==> src/include/tx_defs.svh <==
`ifndef TX_DEFS_SVH
`define TX_DEFS_SVH

`define TX_WORD_W 16 // Parallel word from data source
`define TX_NIB_W  4  // Quarter-rate nibble
`define TX_DEL_W  4  // Phase step code, 0 to 15 cycles
`define TX_NDIV_W 4  // Input divider ratio

`endif

==> src/tx_pack.sv <==
`default_nettype none

// Types shared by the transmitter blocks
package tx_pack;

    // Input divider ratio select
    typedef enum logic [1:0] {
        DIV_BYPASS = 2'd0, // Bit rate equals mdll_clk
        DIV_BY2    = 2'd1, // Half of mdll_clk
        DIV_BYN    = 2'd2  // Programmable ratio from ndiv
    } div_mode_e;

    // Word and nibble mux run state
    typedef enum logic {
        TX_OFF = 1'b0, // Waiting for first bit tick after enable
        TX_RUN = 1'b1  // Streaming words
    } tx_state_e;

endpackage

`default_nettype wire

==> src/tx_debug_intf.sv <==
`timescale 1ns/1ps

`default_nettype none

`include "tx_defs.svh"

// Static configuration and delay control for the transmitter
interface tx_debug_intf import tx_pack::*; ();

    logic                  en;        // Transmitter enable level
    div_mode_e             div_mode;  // Divider mode
    logic [`TX_NDIV_W-1:0] ndiv;      // Ratio for DIV_BYN
    logic [`TX_DEL_W-1:0]  del_code;  // Requested delay code
    logic                  ctl_valid; // One-cycle load pulse for del_code

    // Driven from top-level ports
    modport ctl (
        output en,
        output div_mode,
        output ndiv,
        output del_code,
        output ctl_valid
    );

    modport div (input en, input div_mode, input ndiv); // Input divider view

    modport pi (input en, input del_code, input ctl_valid); // Interpolator view

endinterface

`default_nettype wire

==> src/hr_16t4_mux.sv <==
`timescale 1ns/1ps

`default_nettype none

`include "tx_defs.svh"

module hr_16t4_mux import tx_pack::*; (
    input wire logic mdll_clk,
    input wire logic reset,
    input wire logic en,                    // Transmitter enable
    input wire logic bit_tick,              // Bit-rate strobe
    input wire logic nib_req,               // Next nibble request from 4 to 1 mux
    input wire logic [`TX_WORD_W-1:0] din,  // Word, valid with prbs_strobe
    output logic prbs_strobe,               // Word request to data source
    output logic [`TX_NIB_W-1:0] nibble     // Current nibble, MSB nibble first
);

    tx_state_e             state_q;
    logic [1:0]            idx_q;  // Nibble index, 3 down to 0
    logic [`TX_WORD_W-1:0] word_q; // Captured word

    // First tick after enable, or request after the last nibble
    assign prbs_strobe = (state_q == TX_OFF && bit_tick) || (nib_req && idx_q == 2'd0);

    always_ff @(posedge mdll_clk) begin
        if (reset) begin
            state_q <= TX_OFF;
            idx_q   <= 2'd0;
        end else if (!en) begin
            state_q <= TX_OFF; // Restart from a fresh word
            idx_q   <= 2'd0;
        end else if (prbs_strobe) begin
            state_q <= TX_RUN;
            idx_q   <= 2'd3; // din[15:12] goes out first
        end else if (nib_req) begin
            idx_q <= idx_q - 1'b1;
        end
    end

    // Word register, loaded in the strobe cycle
    always_ff @(posedge mdll_clk) begin
        if (prbs_strobe)
            word_q <= din;
    end

    assign nibble = word_q[{idx_q, 2'b00} +: `TX_NIB_W];

    // The bit mux only runs after a word has been captured
    a_req_in_run: assert property (@(posedge mdll_clk) disable iff (reset)
        nib_req |-> state_q == TX_RUN);

endmodule

`default_nettype wire

==> src/input_divider.sv <==
`timescale 1ns/1ps

`default_nettype none

`include "tx_defs.svh"

module input_divider import tx_pack::*; (
    input wire logic mdll_clk, // Fast source clock
    input wire logic reset,
    tx_debug_intf.div cfg,
    output logic bit_tick      // One cycle in every N
);

    localparam logic [`TX_NDIV_W-1:0] RELOAD_ONE = {{(`TX_NDIV_W-1){1'b0}}, 1'b1};

    logic [`TX_NDIV_W-1:0] reload; // N-1 for the current mode
    logic [`TX_NDIV_W-1:0] cnt_q;  // Cycles left until next tick
    logic                  tick_q;

    // Bit period minus one
    always_comb begin
        case (cfg.div_mode)
            DIV_BY2: reload = RELOAD_ONE;
            DIV_BYN: begin
                // ndiv of 0 or 1 runs as divide by 2
                if (cfg.ndiv[`TX_NDIV_W-1:1] == '0)
                    reload = RELOAD_ONE;
                else
                    reload = cfg.ndiv - 1'b1;
            end
            default: reload = '0; // Bypass, tick every cycle
        endcase
    end

    always_ff @(posedge mdll_clk) begin
        if (reset) begin
            cnt_q  <= '0;
            tick_q <= 1'b0;
        end else if (!cfg.en) begin
            cnt_q  <= '0; // Idle, next enable ticks right away
            tick_q <= 1'b0;
        end else if (cnt_q == '0) begin
            cnt_q  <= reload;
            tick_q <= 1'b1;
        end else begin
            cnt_q  <= cnt_q - 1'b1;
            tick_q <= 1'b0;
        end
    end

    assign bit_tick = tick_q & cfg.en; // No tick leaks out once en drops

    // Only bypass may tick back to back
    a_tick_spacing: assert property (@(posedge mdll_clk) disable iff (reset)
        (bit_tick && cfg.div_mode != DIV_BYPASS) |=> !bit_tick);

endmodule

`default_nettype wire

==> src/phase_interpolator.sv <==
`timescale 1ns/1ps

`default_nettype none

`include "tx_defs.svh"

module phase_interpolator (
    input wire logic mdll_clk,
    input wire logic reset,
    tx_debug_intf.pi cfg,
    input wire logic ser_bit,  // Serial data from 4 to 1 mux
    output logic dout_p,       // Differential data out
    output logic dout_n
);

    localparam int unsigned N_TAP = 2 ** `TX_DEL_W; // One tap per code

    logic [`TX_DEL_W-1:0] del_q;          // Active delay code
    logic [N_TAP-2:0]     hist_q;         // Past ser_bit values
    logic [N_TAP-1:0]     taps;           // Tap 0 is the live bit
    logic                 tap;

    // Code only moves on ctl_valid
    always_ff @(posedge mdll_clk) begin
        if (reset)
            del_q <= '0;
        else if (cfg.ctl_valid)
            del_q <= cfg.del_code; // Used from the next cycle
    end

    assign taps = {hist_q, ser_bit};
    assign tap  = taps[del_q];

    always_ff @(posedge mdll_clk) begin
        hist_q <= taps[N_TAP-2:0]; // Shift by one cycle
    end

    // Output register adds the fixed one cycle
    always_ff @(posedge mdll_clk) begin
        if (reset) begin
            dout_p <= 1'b0;
            dout_n <= 1'b0;
        end else begin
            dout_p <= cfg.en & tap;
            dout_n <= cfg.en & ~tap; // Both low when disabled
        end
    end

    a_diff_pair: assert property (@(posedge mdll_clk) disable iff (reset)
        $past(cfg.en) |-> dout_n == !dout_p);

endmodule

`default_nettype wire

==> src/qr_4t1_mux.sv <==
`timescale 1ns/1ps

`default_nettype none

`include "tx_defs.svh"

module qr_4t1_mux import tx_pack::*; (
    input wire logic mdll_clk,
    input wire logic reset,
    input wire logic en,
    input wire logic bit_tick,
    input wire logic [`TX_NIB_W-1:0] nibble, // From 16 to 4 mux
    output logic ser_bit,                    // Serial data, MSB first
    output logic nib_req                     // Pulse on the last bit of a nibble
);

    tx_state_e             state_q;
    logic [1:0]            bit_cnt_q; // Bit position inside the nibble
    logic [`TX_NIB_W-2:0]  sh_q;      // Remaining bits after the MSB

    // Last bit of the nibble is on the line
    assign nib_req = bit_tick && state_q == TX_RUN && bit_cnt_q == 2'd3;

    always_ff @(posedge mdll_clk) begin
        if (reset) begin
            state_q   <= TX_OFF;
            bit_cnt_q <= 2'd0;
        end else if (!en) begin
            state_q   <= TX_OFF;
            bit_cnt_q <= 2'd0;
        end else if (bit_tick) begin
            if (state_q == TX_OFF)
                state_q <= TX_RUN; // Strobe tick, the word loads upstream
            else
                bit_cnt_q <= bit_cnt_q + 1'b1; // Wraps to 0 after the request
        end
    end

    // Shift register of the current nibble
    always_ff @(posedge mdll_clk) begin
        if (bit_tick && state_q == TX_RUN) begin
            if (bit_cnt_q == 2'd0)
                sh_q <= nibble[`TX_NIB_W-2:0]; // MSB already sent straight from nibble
            else
                sh_q <= {sh_q[`TX_NIB_W-3:0], 1'b0};
        end
    end

    // First bit comes from the fresh nibble, the rest from the shifter
    always_comb begin
        if (state_q != TX_RUN)
            ser_bit = 1'b0;
        else if (bit_cnt_q == 2'd0)
            ser_bit = nibble[`TX_NIB_W-1];
        else
            ser_bit = sh_q[`TX_NIB_W-2];
    end

endmodule

`default_nettype wire

==> src/tx_top.sv <==
`timescale 1ns/1ps

`default_nettype none

`include "tx_defs.svh"

module tx_top import tx_pack::*; (
    input wire logic mdll_clk,                      // Fast source clock
    input wire logic reset,                         // Synchronous, active high
    input wire logic en,                            // Transmitter enable
    input wire div_mode_e div_mode,
    input wire logic [`TX_NDIV_W-1:0] ndiv,
    input wire logic [`TX_DEL_W-1:0] del_code,
    input wire logic ctl_valid,                     // Loads del_code
    input wire logic [`TX_WORD_W-1:0] din,          // Sampled when prbs_strobe is high
    output logic prbs_strobe,                       // Word request to PRBS source
    output logic dout_p,
    output logic dout_n
);

    tx_debug_intf tx_if ();

    logic                 bit_tick;
    logic                 nib_req;
    logic [`TX_NIB_W-1:0] nibble;
    logic                 ser_bit;

    // Plain ports onto the config bus
    assign tx_if.en        = en;
    assign tx_if.div_mode  = div_mode;
    assign tx_if.ndiv      = ndiv;
    assign tx_if.del_code  = del_code;
    assign tx_if.ctl_valid = ctl_valid;

    input_divider indiv (
        .mdll_clk (mdll_clk),
        .reset    (reset),
        .cfg      (tx_if.div),
        .bit_tick (bit_tick)
    );

    hr_16t4_mux hr_mux_16t4 (
        .mdll_clk    (mdll_clk),
        .reset       (reset),
        .en          (en),
        .bit_tick    (bit_tick),
        .nib_req     (nib_req),
        .din         (din),
        .prbs_strobe (prbs_strobe),
        .nibble      (nibble)
    );

    qr_4t1_mux qr_mux_4t1 (
        .mdll_clk (mdll_clk),
        .reset    (reset),
        .en       (en),
        .bit_tick (bit_tick),
        .nibble   (nibble),
        .ser_bit  (ser_bit),
        .nib_req  (nib_req)
    );

    // Single digital delay stands in for the four phases
    phase_interpolator i_pi (
        .mdll_clk (mdll_clk),
        .reset    (reset),
        .cfg      (tx_if.pi),
        .ser_bit  (ser_bit),
        .dout_p   (dout_p),
        .dout_n   (dout_n)
    );

endmodule

`default_nettype wire

==> config.mk <==
export PLATFORM = sky130hd
export DESIGN_NAME = tx_top
export DESIGN_NICKNAME = d
export VERILOG_FILES = /design/src/tx_pack.sv /design/src/tx_debug_intf.sv /design/src/hr_16t4_mux.sv /design/src/input_divider.sv /design/src/phase_interpolator.sv /design/src/qr_4t1_mux.sv /design/src/tx_top.sv
export VERILOG_INCLUDE_DIRS = /design/src /design/src/include
export SDC_FILE = /design/constraint.sdc
export NUM_CORES = 1
export LEC_CHECK = 0
export BUFFER_PORTS_ARGS = -buffer_cell sky130_fd_sc_hd__buf_4
export CORE_ASPECT_RATIO = 0.6
export CORE_MARGIN = 4
export CORE_UTILIZATION = 59
export DETAILED_ROUTE_END_ITERATION = 8
export PLACE_DENSITY = 0.83
export SKIP_CTS_REPAIR_TIMING = 1
export SLEW_MARGIN = 20
export SYNTH_ARGS = -nofsm -noshare
export SYNTH_HDL_FRONTEND = slang
export SYNTH_SLANG_ARGS = --single-unit
export TNS_END_PERCENT = 5
==> constraint.sdc <==
create_clock -name mdll_clk -period 3 [get_ports mdll_clk]
set_input_delay 0.15 -clock mdll_clk [delete_from_list [all_inputs] [get_ports mdll_clk]]
set_output_delay 0.15 -clock mdll_clk [all_outputs]
set_load 0.01 [all_outputs]
==> flow_summary_export.csv, run 1 <==
group,metric,value,unit
placed_design,dpl.hpwl,2760,µm
grt,grt_pass1_vias,1308,
synthesis,synth_largest_area_cell,"dfxtp_1",
detailed_routing,drc_errors,0,
clocking,cts_buffers,5,
min_path,min-delay-start,"din[7]",
synthesis,syn_nets,194,
clocking,clk_latency,300,ps
worst_setup_path,crit_buf_inv,2,
detailed_routing,vias,1257,
detailed_routing,ant_nets,0,
power_and_ir_drop,clkPwrFrac,29.8,%
detailed_routing,drt-total-wl,3570,µm
synthesis,synth_seq_cells,51,
power_and_ir_drop,comb_power_share,9.5,%
synthesis,synth_edf_count,19,
cells_and_area,final_nets,228,
clocking,htree_levels,2,
run,max_cap_violations,0,
timing,fmax,0.443,GHz
die,die_h,53.2,µm
synthesis,ys_warn_count,0,
timing,hold_viol,0,
power_and_ir_drop,irDropWorstVdd,0.000323,V
die,die_x,83.3,µm
synthesis,synth-main-ff-cell,"dfxtp_1",
grt,grt_max_degree,18,
synthesis,synthDistinctLibCells,35,
power_and_ir_drop,switching_share,22.3,%
worst_setup_path,cp-start-kind,"flip-flop",
synthesis,synthArstFlopShare,0,%
synthesis,synth.avg_cell_area,12.8,µm²
power_and_ir_drop,power_density,532,nW/µm²
worst_setup_path,slowest_stage,"inv_1",
worst_setup_path,r2r_start,"qr_mux_4t1.bit_cnt_q[0]",
placed_design,port_buffers,32,
grt,grt_overflow,0,
die,core_area,3260,µm²
min_path,hold_path.class,"in2reg",
detailed_routing,drt_iter0_drc,87,
worst_setup_path,cp.required,2850,ps
worst_setup_path,path_class,"reg2out",
synthesis,synthTopCellsByArea,"dfxtp_1 32%, edfxtp_1 28%, mux4_2 6.7%",
die,initial_core_util,61.5,%
timing,timing.final.max_slew_violations,0,
grt,antenna_found_initial,0,
die,die_area,4430,µm²
worst_setup_path,startpoint,"qr_mux_4t1.bit_cnt_q[0]",
placed_design,place.gp.congestion,0.869,
grt,grt_pass1_wl,5890,µm
timing,max-slew-margin-rel,55.7,%
power_and_ir_drop,leakage,0.000938,µW
timing,setup-violations-final,0,
power_and_ir_drop,seq_power_share,60.7,%
clocking,clkSinkCount,51,
synthesis,yosys.area.top_type_share,31.9,%
worst_setup_path,path_max_fanout,17,
timing,fin_tns_setup,0,ps
grt,grt_use_total,17.6,%
cells_and_area,nFillCells,216,
detailed_routing,routedWlPerCell,15.1,µm
worst_setup_path,end_kind,"output port",
cells_and_area,layout-drive-gt1-share,28.1,%
clocking,clockRootBuffer,"clkbuf_8",
cells_and_area,antenna_cells,0,
synthesis,yosysSeqAreaShare,60.3,%
die,rows,16,
detailed_routing,dr.pass1.iters,4,
worst_setup_path,max_stage_delay,520,ps
timing,final.period_utilization,75.3,%
clocking,clk_pin_slew,90,ps
worst_setup_path,cp_data_arrival_time,2110,ps
timing,tightest_slew,663,ps
synthesis,syn_inst,157,
worst_setup_path,crit_chain,"ha_1, nand2_1, a21oi_1, o21ai_0, inv_1, buf_4",
power_and_ir_drop,internal_power,976,µW
cells_and_area,area_growth,17.7,%
die,io-pin-count,33,
worst_setup_path,cp_top_family,"buffers and inverters",
clocking,cts_buffer_depth,2,
synthesis,syn_area,2010,µm²
run_status,outcome,"complete, no violations",
timing,rsz0062_at_grt,"no",
timing,fin_skew,8.10,ps
clocking,cts_tree,"built",
timing,min_period,2260,ps
power_and_ir_drop,p_switching,281,µW
detailed_routing,avgViaCountPerCell,5.30,
cells_and_area,post-route-util,72.4,%
==> synth_stat cells (2+ instances only) <==
master,number
nor3b_1,2
a31oi_1,2
a21oi_1,8
mux2i_1,9
nand2b_1,2
nor3_1,3
inv_1,12
clkbuf_1,3
or3_1,3
nand2_1,6
xnor2_1,2
dfxtp_1,32
and2_1,2
nor2_1,20
mux2_2,2
mux4_2,6
ha_1,7
edfxtp_1,19
==> state kept, by name, indices dropped and copies added (netlist names), 2 cells and up <==
name / cells
i_pi.del_q: 4
qr_mux_4t1.bit_cnt_q: 2
hr_mux_16t4.word_q: 16
qr_mux_4t1.sh_q: 3
indiv.cnt_q: 4
i_pi.hist_q: 15
hr_mux_16t4.idx_q: 2
==> per-layer routing <==
layer | track usage (%) | part of all wire [%] | routed length, µm
met1 | 21.4 | 43 | 1550
met2 | 31.4 | 49 | 1740
met3 | 4.35 | 6.7 | 238
met4 | 5.71 | 1.3 | 46
met5 | 0 | 0 | 0
==> placed cells by master (no fill, tap or decap), types with 2 or more instances in the layout <==
cell / count
dfxtp_1: 32
buf_4: 32
nor2_1: 20
edfxtp_1: 19
inv_1: 12
mux2i_1: 9
a21oi_1: 8
ha_1: 7
nand2_1: 6
mux4_2: 6
clkbuf_8: 5
nor3_1: 3
or3_1: 3
mux2_2: 2
nand2b_1: 2
and2_1: 2
xnor2_1: 2
a31oi_1: 2
nor3b_1: 2
==> worst register-to-register path, stage by stage, from the launching register on <==
cell and delay [ps]:
dfxtp_1 380, ha_1 200, nand2_1 70, a21oi_1 240, o21ai_0 150, inv_1 520
==> final timing paths <==
| check | slack (ps) | depth (start not counted) | to |
|---|---|---|---|
| worst max-delay path | 740 | 6 | prbs_strobe |
| worst min-delay path | 20 | 1 | hr_mux_16t4.word_q[7] |
| worst max register to register | 1070 | 5 | hr_mux_16t4.word_q[1] |
| worst min register to register | 360 | 0 | i_pi.hist_q[11] |
==> power by group through the flow <==
stage,Combinational [µW],Sequential [µW],Clock [µW]
floorplan,73.5,772,0
global placement,112,777,0
detailed placement,119,779,0
CTS,119,763,386
global route,132,767,411
finish,119,763,375
==> stage by stage <==
stage	area [µm²]	hold WS (ps)	instances	total power, µW	setup WS (ps)
2_1_floorplan	2010	222	157	846	1340
3_3_place_gp	2280	328	229	889	1270
3_5_place_dp	2280	329	229	898	1100
4_1_cts	2360	9.99	237	1270	733
5_1_grt	2360	7.52	237	1310	524
6_report	2360	19.8	237	1260	742
==> cell type report <==
class                   count  area (µm²)  area share (%)
repair buffers             32         240            10.2
inverters                  12        45.0            1.91
clock inverters             2        12.5           0.529
multi-input cells          89         724            30.7
well taps                  45        56.3            2.38
clock buffers               6        73.8            3.12
flip-flops and latches     51        1210            51.2
==> cell families (layout without fill, tap and decap cells) <==
logic type                 count (synthesis)  after routing  share of synthesized area (%)
DFF                                       51             51                           60.3
and+or+nand+nor                           46             46                           12.0
AOI/OAI and AO/OA                         17             17                           6.48
muxes                                     17             17                           12.3
buffers and inverters                     17             52                           3.61
adders and majority gates                  7              7                           4.36
xor gates and xnor gates                   2              2                          0.872
Note: power is estimated with default switching activity, not from simulation.
==> inputs of run 2 (changes only) <==
ABC_AREA = 1   (was default)
CORE_UTILIZATION = 49   (was 59)
PLACE_DENSITY = 0.73   (was 0.83)
clock period = 1.92 ns   (was 3 ns; I/O delays follow)
==> run 2 against run 1 <==
- via count up 22%
- die area up 20%
- global-route usage down 2.8 points
- sequential power up 55%
- synthesized area up 1.9%
- cell count up 38%
- register-to-register slack worse by 720 ps
- critical path type unchanged
- critical endpoint unchanged
==> flow_summary_export.csv, run 2 <==
group,metric,value,unit
die,rows,17,
timing,hold_viol,0,
cells_and_area,reg.largest.list,"hr_mux_16t4.word_q (16), i_pi.hist_q (15)",
grt,grt_pass1_wl,6060,µm
synthesis,synth_largest_area_cell,"dfxtp_1",
grt,grt_max_degree,20,
cells_and_area,layout-drive-gt1-share,25.2,%
cells_and_area,final_cells,327,
synthesis,yosys.area.top_type_share,31.3,%
timing,rsz0062_at_grt,"no",
grt,grt_pass1_vias,1312,
placed_design,dpl.hpwl,2680,µm
power_and_ir_drop,power_density,772,nW/µm²
power_and_ir_drop,finalPower,2040,µW
clocking,clkSinkCount,51,
timing,final.period_utilization,85.7,%
clocking,cts_tree,"built",
timing,timing.final.max_slew_violations,0,
detailed_routing,dr.pass1.iters,4,
detailed_routing,vias,1537,
die,die_h,58.1,µm
cells_and_area,antenna_cells,0,
worst_setup_path,max_stage_delay,440,ps
cells_and_area,final_common_cell,"buf_4",
worst_setup_path,end_kind,"output port",
synthesis,yosysMostFrequentCell,"dfxtp_1",
synthesis,syn_nets,247,
timing,tightest_slew,361,ps
run,max_cap_violations,0,
detailed_routing,drt-total-wl,3850,µm
timing,setup-violations-final,0,
timing,max-slew-margin-rel,75.9,%
grt,antenna_found_initial,0,
clocking,cts_buffer_depth,2,
die,io-pin-count,33,
power_and_ir_drop,leakage,0.00111,µW
detailed_routing,ant_nets,0,
synthesis,syn_area,2050,µm²
clocking,htree_levels,2,
synthesis,synthArstFlopShare,0,%
die,core_area,3850,µm²
detailed_routing,routedWlPerCell,11.8,µm
clocking,clk_latency,310,ps
synthesis,syn_inst,210,
worst_setup_path,cp.required,1820,ps
timing,min_period,1650,ps
detailed_routing,drt_iter0_drc,60,
clocking,clockRootBuffer,"clkbuf_8",
timing,fin_skew,11.8,ps
worst_setup_path,cp_data_arrival_time,1550,ps
grt,grt_overflow,0,
worst_setup_path,cp-start-kind,"flip-flop",
detailed_routing,avgViaCountPerCell,4.70,
synthesis,synthTopCellsByArea,"dfxtp_1 31%, edfxtp_1 28%, nor2_1 5.7%",
detailed_routing,drc_errors,0,
synthesis,synth-main-ff-cell,"dfxtp_1",
cells_and_area,fin_area,2640,µm²
timing,fin_tns_setup,0,ps
synthesis,ys_warn_count,0,
placed_design,place.gp.congestion,0.763,
synthesis,synth_edf_count,19,
worst_setup_path,crit_buf_inv,2,
clocking,cts_buffers,5,
timing,whs,47.0,ps
worst_setup_path,crit_chain,"inv_2, ha_1, nor2_1, nor2_4, buf_4",
placed_design,place_inst,298,
grt,grt_use_total,14.8,%
synthesis,synthDistinctLibCells,31,
worst_setup_path,path_class,"reg2out",
synthesis,synth.avg_cell_area,9.75,µm²
worst_setup_path,path_max_fanout,8,
die,initial_core_util,53.2,%
synthesis,yosysSeqAreaShare,59.2,%
cells_and_area,final_cell_mix,"37 x buf_4, 32 x dfxtp_1, 31 x nor2_1",
die,die_area,5310,µm²
synthesis,yosys-top-cells-count,"32 x dfxtp_1, 31 x nor2_1, 30 x nand2_1, 19 x edfxtp_1, 15 x a21oi_1",
timing,fmax,0.608,GHz
cells_and_area,final_nets,306,
cells_and_area,area_growth,28.9,%
run_status,outcome,"complete, no violations",
worst_setup_path,cp_top_family,"flip-flops",
die,die_x,91.4,µm
placed_design,place_area,2350,µm²
clocking,clk_pin_slew,90,ps
synthesis,synth_seq_cells,51,
power_and_ir_drop,irDropWorstVdd,0.000377,V
worst_setup_path,slowest_stage,"dfxtp_1",
cells_and_area,largest_reg_flops,16,
placed_design,port_buffers,32,
cells_and_area,top_register,"hr_mux_16t4.word_q",
min_path,hold_path.class,"in2reg",
==> run 2: metrics by stage <==
step	setup slack [ps]	utilization [%]
after floorplan	483	-
after global placement	370	61.0
after detailed placement	320	61.0
after CTS	30.2	63.3
after global routing	138	68.5
final	275	68.5
==> run 2: path summary, 6_finish.rpt <==
path | start | end | slack, ps | cells past startpoint
hold reg to reg | i_pi.hist_q[5] | i_pi.hist_q[6] | 350 | 0
hold / removal | ctl_valid | i_pi.del_q[2] | 50 | 3
setup reg to reg | indiv.tick_q | hr_mux_16t4.word_q[15] | 350 | 7
setup / recovery | hr_mux_16t4.idx_q[1] | prbs_strobe | 270 | 5
==> run 2: worst register-to-register path, cell delays in order (launching register included) <==
cell     delay [ps]
dfxtp_1         330
nand2_2          90
nor2_4          150
inv_2           100
nor2_8          110
nor2_4           50
nor2_4          210
buf_4           240
==> run 2: power by group <==
part | total (µW) | switching [µW] | internal (µW)
registers | 1180 | 21.2 | 1160
clock network | 614 | 359 | 255
logic | 240 | 117 | 124
total | 2040 | 497 | 1540
==> run 2: area by class of cell <==
cell class,count,area [µm²]
clock buffers,5,68.8
clock inverters,3,18.8
fillers,292,1210
inverters,25,104
multi-input cells,132,716
flip-flops and latches,51,1210
well taps,57,71.3
repair buffers,54,448
==> run 2: metal layers <==
layer | track usage [%] | share of wire (%)
met1 | 21.4 | 52
met2 | 20.0 | 42
met3 | 4.80 | 3.9
met4 | 6.44 | 1.4
met5 | 0 | 0
==> run 2: cell families (layout without fill, tap and decap cells) <==
group,count (synthesis),in the layout,share of synthesized area [%]
xor gates and xnor gates,1,1,0.428
adders and majority gates,7,7,4.28
and+or+nand+nor,88,88,20.4
buffers and inverters,27,87,5.87
DFF,51,51,59.2
AOI/OAI and AO/OA,36,36,9.84
==> inputs of run 3 (changes only) <==
HOLD_SLACK_MARGIN = 0.05   (was default)
SETUP_SLACK_MARGIN = 0.5   (was default)
==> run 3 against run 2 <==
- sequential power about the same
- die area unchanged
- flip-flop and latch count unchanged
- cell count rose by 2.1%
- total power increased by 5.0%
- worst hold slack improved by 22 ps
- clock skew shrank 6.1 ps
- sequential share of layout area fell by 1.7 points
- cell area grew 4.2%
- clock-buffer cell count grew 1
- critical path type unchanged
- largest cell class unchanged
==> flow_summary_export.csv, run 3 (synthesis results as in run 2) <==
group,metric,value,unit
clocking,cts_buffers,5,
die,die_h,58.1,µm
detailed_routing,avgViaCountPerCell,4.78,
die,core_area,3850,µm²
placed_design,place_inst,298,
cells_and_area,final_cells,334,
cells_and_area,final_common_cell,"buf_4",
worst_setup_path,cp.required,1820,ps
timing,min_period,1510,ps
clocking,clk_pin_slew,90,ps
clocking,clkSinkCount,51,
cells_and_area,seq_area,1220,µm²
grt,grt_use_total,15.5,%
worst_setup_path,r2r_end,"hr_mux_16t4.state_q",
worst_setup_path,reg2reg_depth,8,
clocking,clk_latency,310,ps
run,max_cap_violations,0,
power_and_ir_drop,power_density,778,nW/µm²
timing,hold_viol,0,
detailed_routing,routedWlPerCell,12.8,µm
cells_and_area,antenna_cells,0,
worst_setup_path,rrSetupSlack,420,ps
timing,max-slew-margin-rel,76.0,%
grt,antenna_found_initial,0,
die,initial_core_util,53.2,%
detailed_routing,dr.pass1.iters,4,
grt,grt_pass1_vias,1352,
min_path,hold_path.class,"in2reg",
detailed_routing,drc_errors,0,
cells_and_area,final_nets,313,
power_and_ir_drop,leakage,0.00117,µW
timing,fin_tns_setup,0,ps
detailed_routing,ant_nets,0,
worst_setup_path,end_kind,"output port",
worst_setup_path,r2r_start,"hr_mux_16t4.idx_q[1]",
cells_and_area,fin_area,2750,µm²
grt,grt_max_degree,20,
die,die_x,91.4,µm
timing,rsz0062_at_grt,"yes",
power_and_ir_drop,finalPower,2140,µW
cells_and_area,layout-drive-gt1-share,28.9,%
grt,grt_pass1_wl,6310,µm
worst_setup_path,cp-start-kind,"flip-flop",
clocking,cts_tree,"built",
detailed_routing,drt-total-wl,4280,µm
detailed_routing,drt_iter0_drc,73,
run_status,outcome,"complete, no violations",
placed_design,port_buffers,32,
placed_design,place_area,2350,µm²
cells_and_area,final_cell_mix,"41 x buf_4, 30 x nand2_1, 30 x nor2_1",
timing,timing.final.max_slew_violations,0,
cells_and_area,top_register,"hr_mux_16t4.word_q",
power_and_ir_drop,irDropWorstVdd,0.000556,V
cells_and_area,reg.largest.list,"hr_mux_16t4.word_q (16), i_pi.hist_q (15)",
clocking,clockRootBuffer,"clkbuf_8",
timing,setup-violations-final,0,
cells_and_area,area_growth,34.2,%
placed_design,dpl.hpwl,2780,µm
min_path,hold_end,"i_pi.del_q[3]",
clocking,htree_levels,2,
timing,fin_skew,5.65,ps
die,rows,17,
detailed_routing,vias,1596,
cells_and_area,nFillCells,296,
min_path,whs_path_depth,3,
grt,grt_overflow,0,
timing,tightest_slew,358,ps
die,die_area,5310,µm²
die,io-pin-count,33,
timing,final.period_utilization,78.4,%
worst_setup_path,cp_data_arrival_time,1410,ps
worst_setup_path,path_max_fanout,4,
timing,fmax,0.664,GHz
cells_and_area,multi_input_area,736,µm²
placed_design,place.gp.congestion,0.772,
worst_setup_path,path_class,"reg2out",
min_path,min-delay-start,"del_code[3]",
clocking,cts_buffer_depth,2,
cells_and_area,largest_reg_flops,16,
## run 3: area by class of cell
type	count	area share, %
Sequential cell	51	44.3
Multi-Input combinational cell	132	26.8
Timing Repair Buffer	61	18.6
Inverter	25	3.87
Clock buffer	6	3.42
Tap cell	57	2.60
Clock inverter	2	0.501
## run 3: how the worst max path moves through the flow
stage                       startpoint  cells after the start  slack, ps                     end
after floorplan           indiv.tick_q                      6        480   hr_mux_16t4.word_q[0]
after global placement    indiv.tick_q                      6        370  hr_mux_16t4.word_q[15]
after detailed placement  indiv.tick_q                      8        290    hr_mux_16t4.idx_q[0]
after CTS                 indiv.tick_q                      7         10             prbs_strobe
after global routing      indiv.tick_q                      7        350             prbs_strobe
final                     indiv.tick_q                      7        410             prbs_strobe
## run 3: per-stage QoR
step / hold slack [ps] / setup WS (ps) / util (%)
6_report: 68.6 / 414 / 71.4
4_1_cts: -53.2 / 14.4 / 63.8
3_3_place_gp: 274 / 371 / 61.0
5_1_grt: 69.3 / 350 / 71.4
2_1_floorplan: 165 / 483 / -
3_5_place_dp: 275 / 289 / 61.0
## run 3: metal layers
metal  global-route usage, %  vias up  part of all wire [%]
met5                       0        -                     0
met4                    7.51        0                   2.4
met3                    6.61       10                   4.4
met2                    20.6       30                    46
met1                    21.5      727                    48
li1                        -      829                     -
## run 3: critical path, stage by stage, from the launching register on
cell     delay, ps
dfxtp_2        350
nand2_4         60
nor2_4         160
inv_4           70
nor2_8         100
nor2_4          50
nor2_4         180
buf_6          130
## run 3: power breakdown
part	internal (µW)	switching, µW
Clock	336	365
Sequential	1160	22.9
Combinational	130	124
Total	1630	511
